## src/pic_pkg.sv

```systemverilog
package pic_pkg;

    // Interrupt levels and bus width
    localparam int irq_count       = 8;
    localparam int irq_index_width = 3;
    localparam int bus_width       = 8;

    // One bit per level
    typedef logic [irq_count-1:0] irq_vector_t;

    // Level number
    typedef logic [irq_index_width-1:0] irq_index_t;

    localparam irq_vector_t mask_reset_value   = '1;
    localparam irq_index_t  rotate_reset_value = 3'd7;

    // OCW2 command codes on bus bits 7..5
    localparam logic [2:0] ocw2_clear_auto_rotate = 3'b000;
    localparam logic [2:0] ocw2_nonspecific_eoi   = 3'b001;
    localparam logic [2:0] ocw2_specific_eoi      = 3'b011;
    localparam logic [2:0] ocw2_set_auto_rotate   = 3'b100;
    localparam logic [2:0] ocw2_rotate_on_eoi     = 3'b101;

    // One write from the bus interface
    typedef struct packed {
        logic [bus_width-1:0] data;
        logic                 icw1;
        logic                 icw2_4;
        logic                 ocw1;
        logic                 ocw2;
        logic                 ocw3;
    } bus_write_t;

    // Write events seen by the acknowledge and interrupt blocks
    typedef struct packed {
        logic [bus_width-1:0] data;
        logic                 icw1;
        logic                 ocw2_accepted;
    } cmd_write_t;

    // Programmed operating mode
    typedef struct packed {
        logic        ltim;
        logic        aeoi;
        logic        auto_rotate;
        logic        en_rd_reg;
        logic        read_isr_or_irr;
        irq_vector_t interrupt_mask;
    } mode_t;

    // Acknowledge progress
    typedef struct packed {
        logic        latch_in_service;
        logic        end_of_ack;
        irq_vector_t ack_interrupt;
    } ack_status_t;

endpackage

```

## src/pic_command_regs.sv

```systemverilog
`timescale 1ns/1ns

module pic_command_regs (
    input  logic                clk,
    input  logic                reset,
    input  pic_pkg::bus_write_t bus,
    output pic_pkg::cmd_write_t cmd,
    output pic_pkg::mode_t      mode
);

    typedef enum logic [1:0] {
        cmd_ready,
        write_icw2,
        write_icw3,
        write_icw4
    } cmd_state_t;

    cmd_state_t state;
    cmd_state_t state_next;

    // ICW1 fields that steer the sequence
    logic sngl;
    logic ic4;

    logic icw4_write;
    logic ocw1_accepted;
    logic ocw2_accepted;
    logic ocw3_accepted;

    logic                 ltim;
    logic                 aeoi;
    logic                 auto_rotate;
    logic                 en_rd_reg;
    logic                 read_isr_or_irr;
    pic_pkg::irq_vector_t interrupt_mask;

    // Initialization sequence
    always_comb begin
        state_next = state;
        if (bus.icw1) begin
            state_next = write_icw2;
        end else if (bus.icw2_4) begin
            case (state)
                write_icw2: begin
                    if (!sngl)
                        state_next = write_icw3;
                    else if (ic4)
                        state_next = write_icw4;
                    else
                        state_next = cmd_ready;
                end
                write_icw3: begin
                    state_next = ic4 ? write_icw4 : cmd_ready;
                end
                default: begin
                    state_next = cmd_ready;
                end
            endcase
        end
    end

    always_ff @(posedge clk) begin
        if (reset)
            state <= cmd_ready;
        else
            state <= state_next;
    end

    assign icw4_write    = (state == write_icw4) && bus.icw2_4;
    // OCWs only count once initialization is done
    assign ocw1_accepted = (state == cmd_ready) && bus.ocw1;
    assign ocw2_accepted = (state == cmd_ready) && bus.ocw2;
    assign ocw3_accepted = (state == cmd_ready) && bus.ocw3;

    always_ff @(posedge clk) begin
        if (reset) begin
            ltim <= 1'b0;
            sngl <= 1'b0;
            ic4  <= 1'b0;
        end else if (bus.icw1) begin
            ltim <= bus.data[3];
            sngl <= bus.data[1];
            ic4  <= bus.data[0];
        end
    end

    always_ff @(posedge clk) begin
        if (reset || bus.icw1)
            aeoi <= 1'b0;
        else if (icw4_write)
            aeoi <= bus.data[1];
    end

    // Mask register
    always_ff @(posedge clk) begin
        if (reset || bus.icw1)
            interrupt_mask <= pic_pkg::mask_reset_value;
        else if (ocw1_accepted)
            interrupt_mask <= bus.data;
    end

    always_ff @(posedge clk) begin
        if (reset || bus.icw1) begin
            auto_rotate <= 1'b0;
        end else if (ocw2_accepted) begin
            if (bus.data[7:5] == pic_pkg::ocw2_set_auto_rotate)
                auto_rotate <= 1'b1;
            else if (bus.data[7:5] == pic_pkg::ocw2_clear_auto_rotate)
                auto_rotate <= 1'b0;
        end
    end

    // Read register select
    always_ff @(posedge clk) begin
        if (reset || bus.icw1) begin
            en_rd_reg       <= 1'b1;
            read_isr_or_irr <= 1'b0;
        end else if (ocw3_accepted) begin
            en_rd_reg       <= bus.data[1];
            read_isr_or_irr <= bus.data[0];
        end
    end

    assign cmd  = '{data: bus.data, icw1: bus.icw1, ocw2_accepted: ocw2_accepted};
    assign mode = '{ltim: ltim, aeoi: aeoi, auto_rotate: auto_rotate,
                    en_rd_reg: en_rd_reg, read_isr_or_irr: read_isr_or_irr,
                    interrupt_mask: interrupt_mask};

    // Bus decoder never raises ICW1 together with an OCW
    icw1_ocw_exclusive: assert property (@(posedge clk) disable iff (reset)
        !(bus.icw1 && (bus.ocw1 || bus.ocw2 || bus.ocw3)));

endmodule

```

## src/pic_ack_sequencer.sv

```systemverilog
`timescale 1ns/1ns

module pic_ack_sequencer (
    input  logic                 clk,
    input  logic                 reset,
    input  logic                 inta_n,
    input  pic_pkg::irq_vector_t interrupt,
    input  logic                 icw1,
    input  logic                 ocw2_accepted,
    output pic_pkg::ack_status_t status,
    output logic                 freeze
);

    typedef enum logic [1:0] {
        ack_ready,
        ack_1,
        ack_2
    } ack_state_t;

    ack_state_t state;
    ack_state_t state_next;

    logic prev_inta_n;
    logic inta_fall;
    logic inta_rise;

    logic                 latch_in_service;
    logic                 end_of_ack;
    pic_pkg::irq_vector_t ack_interrupt;

    // INTA_n edges
    always_ff @(posedge clk) begin
        if (reset)
            prev_inta_n <= 1'b1;
        else
            prev_inta_n <= inta_n;
    end

    assign inta_fall = prev_inta_n && !inta_n;
    assign inta_rise = !prev_inta_n && inta_n;

    always_comb begin
        state_next = state;
        case (state)
            ack_ready: begin
                // An OCW2 in the same cycle holds off the acknowledge
                if (inta_fall && !ocw2_accepted)
                    state_next = ack_1;
            end
            ack_1: begin
                if (inta_rise)
                    state_next = ack_2;
            end
            ack_2: begin
                if (inta_rise)
                    state_next = ack_ready;
            end
            default: begin
                state_next = ack_ready;
            end
        endcase
    end

    always_ff @(posedge clk) begin
        if (reset || icw1)
            state <= ack_ready;
        else
            state <= state_next;
    end

    assign latch_in_service = !icw1 && (state == ack_ready) && (state_next != ack_ready);
    assign end_of_ack       = (state != ack_ready) && (state_next == ack_ready);

    // Acknowledged interrupt buffer
    always_ff @(posedge clk) begin
        if (reset || icw1)
            ack_interrupt <= '0;
        else if (end_of_ack)
            ack_interrupt <= '0;
        else if (latch_in_service)
            ack_interrupt <= interrupt;
    end

    always_ff @(posedge clk) begin
        if (reset)
            freeze <= 1'b1;
        else
            freeze <= (state_next != ack_ready);
    end

    assign status = '{latch_in_service: latch_in_service, end_of_ack: end_of_ack,
                      ack_interrupt: ack_interrupt};

    // Priority logic upstream hands over a single level
    ack_interrupt_onehot: assert property (@(posedge clk) disable iff (reset)
        $onehot0(ack_interrupt));

endmodule

```

## src/pic_interrupt_control.sv

```systemverilog
`timescale 1ns/1ns

module pic_interrupt_control (
    input  logic                 clk,
    input  logic                 reset,
    input  pic_pkg::cmd_write_t  cmd,
    input  pic_pkg::mode_t       mode,
    input  pic_pkg::ack_status_t status,
    input  pic_pkg::irq_vector_t interrupt,
    input  pic_pkg::irq_vector_t highest_level_in_service,
    output logic                 int_req,
    output pic_pkg::irq_vector_t eoi,
    output pic_pkg::irq_index_t  priority_rotate,
    output pic_pkg::irq_vector_t clear_interrupt_request
);

    logic rotate_on_eoi;
    logic auto_rotate_now;

    function automatic pic_pkg::irq_vector_t level_to_vector(input pic_pkg::irq_index_t level);
        pic_pkg::irq_vector_t vector;
        vector        = '0;
        vector[level] = 1'b1;
        return vector;
    endfunction

    // Lowest set level, 7 when nothing is set
    function automatic pic_pkg::irq_index_t lowest_level(input pic_pkg::irq_vector_t vector);
        pic_pkg::irq_index_t level;
        level = pic_pkg::rotate_reset_value;
        for (int i = pic_pkg::irq_count - 1; i >= 0; i--) begin
            if (vector[i])
                level = pic_pkg::irq_index_t'(i);
        end
        return level;
    endfunction

    // End of interrupt
    always_comb begin
        eoi = '0;
        if (cmd.icw1) begin
            eoi = '1;
        end else if (mode.aeoi && status.end_of_ack) begin
            eoi = status.ack_interrupt;
        end else if (cmd.ocw2_accepted) begin
            if (cmd.data[6:5] == pic_pkg::ocw2_nonspecific_eoi[1:0])
                eoi = highest_level_in_service;
            else if (cmd.data[6:5] == pic_pkg::ocw2_specific_eoi[1:0])
                eoi = level_to_vector(cmd.data[2:0]);
        end
    end

    assign auto_rotate_now = mode.auto_rotate && status.end_of_ack;
    assign rotate_on_eoi   = cmd.ocw2_accepted &&
                             (cmd.data[7:5] == pic_pkg::ocw2_rotate_on_eoi);

    always_ff @(posedge clk) begin
        if (reset || cmd.icw1)
            priority_rotate <= pic_pkg::rotate_reset_value;
        else if (auto_rotate_now)
            priority_rotate <= lowest_level(status.ack_interrupt);
        else if (rotate_on_eoi)
            priority_rotate <= lowest_level(highest_level_in_service);
    end

    // INT stays up until the acknowledge ends with nothing pending
    always_ff @(posedge clk) begin
        if (reset || cmd.icw1)
            int_req <= 1'b0;
        else if (interrupt != '0)
            int_req <= 1'b1;
        else if (status.end_of_ack)
            int_req <= 1'b0;
    end

    always_comb begin
        if (cmd.icw1)
            clear_interrupt_request = '1;
        else if (status.latch_in_service)
            clear_interrupt_request = interrupt;
        else
            clear_interrupt_request = '0;
    end

    // In-service logic upstream names one level at a time
    eoi_single_level: assert property (@(posedge clk) disable iff (reset)
        !cmd.icw1 |-> $onehot0(eoi));

endmodule

```

## src/pic_control_logic.sv

```systemverilog
`timescale 1ns/1ns

module pic_control_logic (
    input  logic                          clk,
    input  logic                          reset,
    input  logic [pic_pkg::bus_width-1:0] internal_bus,
    input  logic                          icw_1,
    input  logic                          icw_2_4,
    input  logic                          ocw_1,
    input  logic                          ocw_2,
    input  logic                          ocw_3,
    input  logic                          inta_n,
    input  pic_pkg::irq_vector_t          interrupt,
    input  pic_pkg::irq_vector_t          highest_level_in_service,
    output logic                          int_req,
    output logic                          ltim,
    output logic                          en_rd_reg,
    output logic                          read_isr_or_irr,
    output logic                          freeze,
    output pic_pkg::irq_vector_t          interrupt_mask,
    output pic_pkg::irq_vector_t          eoi,
    output pic_pkg::irq_vector_t          clear_interrupt_request,
    output pic_pkg::irq_index_t           priority_rotate
);

    pic_pkg::bus_write_t  bus;
    pic_pkg::cmd_write_t  cmd;
    pic_pkg::mode_t       mode;
    pic_pkg::ack_status_t status;

    assign bus = '{data: internal_bus, icw1: icw_1, icw2_4: icw_2_4,
                   ocw1: ocw_1, ocw2: ocw_2, ocw3: ocw_3};

    pic_command_regs i_pic_command_regs (
        .clk   (clk),
        .reset (reset),
        .bus   (bus),
        .cmd   (cmd),
        .mode  (mode)
    );

    pic_ack_sequencer i_pic_ack_sequencer (
        .clk           (clk),
        .reset         (reset),
        .inta_n        (inta_n),
        .interrupt     (interrupt),
        .icw1          (cmd.icw1),
        .ocw2_accepted (cmd.ocw2_accepted),
        .status        (status),
        .freeze        (freeze)
    );

    pic_interrupt_control i_pic_interrupt_control (
        .clk                      (clk),
        .reset                    (reset),
        .cmd                      (cmd),
        .mode                     (mode),
        .status                   (status),
        .interrupt                (interrupt),
        .highest_level_in_service (highest_level_in_service),
        .int_req                  (int_req),
        .eoi                      (eoi),
        .priority_rotate          (priority_rotate),
        .clear_interrupt_request  (clear_interrupt_request)
    );

    assign ltim            = mode.ltim;
    assign en_rd_reg       = mode.en_rd_reg;
    assign read_isr_or_irr = mode.read_isr_or_irr;
    assign interrupt_mask  = mode.interrupt_mask;

endmodule

```

## config.mk

```make
export PLATFORM = sky130hd
export DESIGN_NAME = pic_control_logic
export DESIGN_NICKNAME = d
export VERILOG_FILES = /design/src/pic_pkg.sv /design/src/pic_command_regs.sv /design/src/pic_ack_sequencer.sv /design/src/pic_interrupt_control.sv /design/src/pic_control_logic.sv
export SDC_FILE = /design/constraint.sdc
export NUM_CORES = 1
export LEC_CHECK = 0
export ABC_CLOCK_PERIOD_IN_PS = 2920
export BUFFER_PORTS_ARGS = -buffer_cell sky130_fd_sc_hd__buf_4
export CAP_MARGIN = 20
export CORE_MARGIN = 3
export CORE_UTILIZATION = 24
export CTS_CLUSTER_DIAMETER = 60
export DETAILED_ROUTE_END_ITERATION = 12
export GPL_TIMING_DRIVEN = 0
export PLACE_DENSITY = 0.45
export SLEW_MARGIN = 20
export SYNTH_ARGS = -nofsm -noshare
export SYNTH_HDL_FRONTEND = slang
export SYNTH_HIERARCHICAL = 1
export SYNTH_SLANG_ARGS = --single-unit
export TNS_END_PERCENT = 30
```

## constraint.sdc

```tcl
create_clock -name clk -period 2.92 [get_ports clk]
set_clock_uncertainty 0.15 [all_clocks]
set_input_delay 0.876 -clock clk [delete_from_list [all_inputs] [get_ports clk]]
set_output_delay 0.876 -clock clk [all_outputs]
set_load 0.02 [all_outputs]
```

==> results of run 1 <==
-- layout by cell type, fill, tap and decap left out, types with 8 or more instances in the layout --
cell	n
buf_4	63
dfxtp_1	31
nand2_1	29
buf_6	25
nor2_1	21
nand3_1	14
mux2i_1	11
a21oi_1	9
a21o_1	9
o21ai_4	8
-- how the worst max path moves through the flow --
| stage | startpoint | end | slack, ps |
|---|---|---|---|
| after floorplan | inta_n | eoi[0] | -6 |
| after global placement | inta_n | eoi[5] | -350 |
| after detailed placement | inta_n | eoi[0] | -350 |
| after CTS | inta_n | eoi[1] | -180 |
| after global routing | inta_n | eoi[6] | -150 |
| final | inta_n | eoi[6] | -110 |
-- per-layer routing --
layer | global-route usage | vias to the layer above | wire [um] | part of all wire
li1 | - | 971 | - | -
met1 | 0.175 | 877 | 2790 | 0.48
met2 | 0.202 | 48 | 2650 | 0.45
met3 | 0.0344 | 7 | 326 | 0.056
met4 | 0.0320 | 0 | 59 | 0.010
met5 | 0 | - | 0 | 0
-- cell type report --
cell class	count	area (um^2)
fill	846	4780
multi-input combinational	172	1250
sequential	33	666
timing repair buffer	71	629
buffer	23	194
tap	102	128
clock buffer	6	82.6
inverter	7	26.3
clock inverter	1	7.51
-- power groups by stage --
stage          Combinational, uW  Clock (uW)  Sequential, uW
6_report                     292         362             475
5_1_grt                      318         396             477
4_1_cts                      278         381             475
3_5_place_dp                 266           0             485
3_3_place_gp                 264           0             486
2_1_floorplan                151           0             493
-- worst max-delay path: stages --
cell and delay (ps):
buf_8 100, nor2b_4 120, o21a_1 190, buf_6 130
nand2_4 60, nand3_4 100, buf_12 160, o21ai_4 130
buf_6 130
-- stage by stage --
| step | power, uW | cells | area, um^2 | setup TNS, ps |
|---|---|---|---|---|
| after global routing | 1190 | 415 | 2990 | -1360 |
| after floorplan | 643 | 237 | 2080 | -50.2 |
| after CTS | 1130 | 412 | 2840 | -1410 |
| final | 1130 | 415 | 2990 | -709 |
| after detailed placement | 751 | 401 | 2670 | -4700 |
| after global placement | 750 | 401 | 2670 | -4710 |
-- timing repair --
| item | in CTS | in global routing |
|---|---|---|
| setup endpoints to repair | 16 | 16 |
| gates resized for setup | 14 | 23 |
| pin swaps | 4 | 6 |
| buffers inserted | 6 | 3 |
==> results_dict.tcl, run 1 <==
set metrics [dict create \
    status "finished with violations" \
    violations "negative setup slack" \
    h-tree-depth 2 \
    overflow 0 \
    clock.fmax_mhz 331 \
    synth_area_per_cell_um2 8.17 \
    clockBufferDepth 2 \
    path_max_fanout 6 \
    grt_pass1_wl_um 9140 \
    hp-class "reg -> reg" \
    port_buffers 62 \
    avgRoutedWirePerCell_um 14.0 \
    seqPwrFrac 0.421 \
    crit_path_end_kind "output pin" \
    rsz0062_at_grt "yes" \
    cts_hold_buf 0 \
    top_regs "i_pic_ack_sequencer/ack_interrupt: 8 flops, i_pic_command_regs/interrupt_mask: 8 flops, i_pic_interrupt_control/priority_rotate: 3 flops" \
    clkSinkCount 33 \
    pre_cts_ws_ps -347 \
    hold_end "i_pic_command_regs/auto_rotate" \
    pwr-share-clk 0.321 \
    hold_viol_final 0 \
    initial_core_util 0.249 \
    dieHeight_um 95.8 \
    ios 64 \
    synth_warnings 6 \
    initialDrtViolationCount 51 \
    antenna_left 0 \
    syn_area_um2 1940 \
    grt_max_degree 14 \
    root_buffer "clkbuf_8" \
    reg2regPathDepth 8 \
    syn_nets 273 \
    timing.rr.end "i_pic_interrupt_control/priority_rotate[2]" \
    grt.total_usage 0.129 \
    clk_pin_slew_worst_paths_ps 70 \
    floorplan.rows 32 \
    firstDrtPassIters 4 \
    maxCapViolations 0 \
    tightest_slew_ps 670 \
    clkLatencyLatePin_ps 280 \
    drive_gt1_frac 0.441 \
    timing_worst_setup_path_type "in -> out" \
    start_kind "input port" \
    finalCritPeriodShare 1.04 \
    core_um2 7770 \
    share_comb_of_total_power 0.259 \
    p_leak_uw 0.00135 \
    slew_viol_final 0 \
    hpwl_um 4340 \
    die_w_um 95.8 \
    cp.required_ps 1890 \
    setup_ws_ps -105 \
    critPathArrivalTime_ps 2000 \
    vias 1903 \
    slew_headroom 0.553 \
    routed_wl_um 5820 \
    holdPathStages 2 \
    switchingPower_uw 334 \
    fin_hold_ws_ps 315 \
    fin_util 0.385 \
    power.density_nw_per_um2 378 \
    globalplace.congestion 0.722 \
    synthToLayoutAreaGrowth_pct 54.2 \
    peakVddDrop_mv 0.165 \
    via_per_inst 4.59 \
    period_minus_slack_ps 3030 \
    rrSetupSlack_ps 1050 \
    numCtsBuffers 5 \
    synthCells 237 \
    r2r-start "i_pic_ack_sequencer/prev_inta_n" \
    p_sw_frac 0.295 \
    setup_violations 8 \
    cts_tree "done" \
    n_antenna_cell 0 \
    layout.nets 349 \
    antenna_found_initial 0 \
    hp-start "i_pic_command_regs/auto_rotate" \
    grt_pass1_vias 1818 \
    p_int_uw 796 \
    die_area_um2 9180 \
    drc 0 \
]
(Power assumes the default switching activity.)
==> run 2, diff against run 1 <==
--- a/config.mk
+++ b/config.mk
@@ -13,7 +13,6 @@
 export CTS_CLUSTER_DIAMETER = 60
 export DETAILED_ROUTE_END_ITERATION = 12
 export GPL_TIMING_DRIVEN = 0
-export PLACE_DENSITY = 0.45
 export SLEW_MARGIN = 20
 export SYNTH_ARGS = -nofsm -noshare
 export SYNTH_HDL_FRONTEND = slang
==> run 2 against run 1 <==
Against the previous run:
- first-iteration DRC count rose by 51%
- count of clock-buffer cells in the layout rose by 1
- highest routed layer unchanged
- the run still ends with negative setup slack left
- die area unchanged
- cell count grew 1.9%
- critical path type unchanged
==> results_dict.tcl, run 2 (synthesis gave the netlist of run 1 again) <==
set metrics [dict create \
    timing_worst_setup_path_type "in -> out" \
    critPathArrivalTime_ps 2050 \
    hold_end "i_pic_command_regs/auto_rotate" \
    routed_wl_um 5640 \
    slew_headroom 0.626 \
    grt_pass1_vias 1844 \
    initial_core_util 0.249 \
    ios 64 \
    hpwl_um 4210 \
    period_minus_slack_ps 3070 \
    firstDrtPassIters 4 \
    layout.nets 356 \
    die_area_um2 9180 \
    drive_gt1_frac 0.439 \
    cp.required_ps 1890 \
    rrSetupSlack_ps 930 \
    pre_cts_ws_ps -336 \
    clk_pin_slew_worst_paths_ps 70 \
    r2r-start "i_pic_ack_sequencer/prev_inta_n" \
    path_buf_inv 4 \
    p_leak_uw 0.00137 \
    slowest_delay_ps 200 \
    clkSinkCount 33 \
    drc 0 \
    hp-start "i_pic_command_regs/auto_rotate" \
    reg2regPathDepth 9 \
    slowest_stage "o21a_1" \
    port_buffers 62 \
    holdPathStages 2 \
    mostFrequentLayoutCells "buf_4, dfxtp_1, nand2_1" \
    antenna_found_initial 0 \
    timing.rr.end "i_pic_interrupt_control/priority_rotate[2]" \
    top_regs "i_pic_ack_sequencer/ack_interrupt: 8 flops, i_pic_command_regs/interrupt_mask: 8 flops, i_pic_interrupt_control/priority_rotate: 3 flops" \
    clock.fmax_mhz 326 \
    maxCapViolations 0 \
    numCtsBuffers 5 \
    setup_violations 16 \
    final_common_cell "buf_4" \
    grt_max_degree 14 \
    core_um2 7770 \
    die_w_um 95.8 \
    vias 1938 \
    finalCritPeriodShare 1.05 \
    clockBufferDepth 2 \
    overflow 0 \
    rsz0062_at_grt "yes" \
    floorplan.rows 32 \
    grt.total_usage 0.124 \
    hp-class "reg -> reg" \
    use_met1 0.159 \
    crit_path_end_kind "output pin" \
    peakVddDrop_mv 0.200 \
    root_buffer "clkbuf_8" \
    clkLatencyLatePin_ps 280 \
    synthToLayoutAreaGrowth_pct 53.7 \
    path_max_fanout 5 \
    dieHeight_um 95.8 \
    stdcell_area_um2 2980 \
    use_met3 0.0352 \
    hold_viol_final 0 \
    antenna_left 0 \
    tightest_slew_ps 560 \
    power.density_nw_per_um2 385 \
    cts_tree "done" \
    cp_common_cell "buf_6" \
    n_antenna_cell 0 \
    grtUsageMet2 0.205 \
    dpl_cell_area_um2 2670 \
    critical_path.top_delay_family "buffers and inverters" \
    busiest_layer "met2" \
    avgRoutedWirePerCell_um 13.3 \
    status "finished with violations" \
    violations "negative setup slack" \
    slew_viol_final 0 \
    grt_pass1_wl_um 8890 \
    cts_hold_buf 0 \
    via_per_inst 4.58 \
    start_kind "input port" \
    path_cells "buf_8 -> nor2b_4 -> o21a_1 -> buf_6 -> nand2_4 -> nand3_4 -> buf_6 -> o21ai_4 -> buf_6" \
    setup_ws_ps -152 \
    h-tree-depth 2 \
    globalplace.congestion 0.767 \
    initialDrtViolationCount 77 \
]
run 2: cell types whose count changed in the layout (fill, tap and decap cells not counted), sizes merged:
cell	before	now
buf	92	100
clkinvlp	1	0
clkinv	0	1
run 2: worst max path at each step:
| stage | start | endpoint | cells after the start |
|---|---|---|---|
| after floorplan | inta_n | eoi[0] | 7 |
| after global placement | inta_n | eoi[1] | 9 |
| after detailed placement | inta_n | eoi[1] | 9 |
| after CTS | inta_n | eoi[6] | 9 |
| after global routing | inta_n | eoi[6] | 9 |
| final | inta_n | eoi[6] | 9 |
run 2: tightest hold or removal path: stages, from the launching register on:
cell and delay (ps):
dfxtp_1 310, nand2_1 70, o21ai_2 40
run 2: final cells by class:
class                   instances  area [um^2]
fillers                       817         4790
multi-input cells             172         1220
flip-flops and latches         33          663
repair buffers                 78          647
plain buffers                  23          193
well taps                     102          128
clock buffers                   7         96.3
inverters                       7         26.3
clock inverters                 1         5.00
run 2: report_power, final:
group | leakage, uW | switching, uW | total [uW] | internal [uW]
clock | 0.0000542 | 168 | 381 | 213
sequential | 0.000270 | 10.8 | 476 | 465
combinational | 0.00105 | 146 | 289 | 143
run 2: stage by stage:
step	cells	total power [uW]	utilization	TNS, ps	hold slack, ps
floorplan	237	643	-	-50.2	289
global placement	401	746	0.344	-4420	304
detailed placement	401	749	0.344	-4470	302
CTS	419	1160	0.376	-1030	313
global route	423	1210	0.383	-2500	335
finish	423	1150	0.383	-1500	309
run 2: what timing repair did:
item | 4_1_cts | 5_1_grt
pin swaps | 3 | 2
cloned | 1 | 0
setup endpoints to repair | 16 | 16
buffers inserted | 11 | 4
resized for setup | 23 | 5
run 2: metal layers:
metal  routed length [um]  up-vias
met2                 2760       62
met4                   28        0
met3                  366        4
met1                 2490      888
li1                     -      984
met5                    0        -
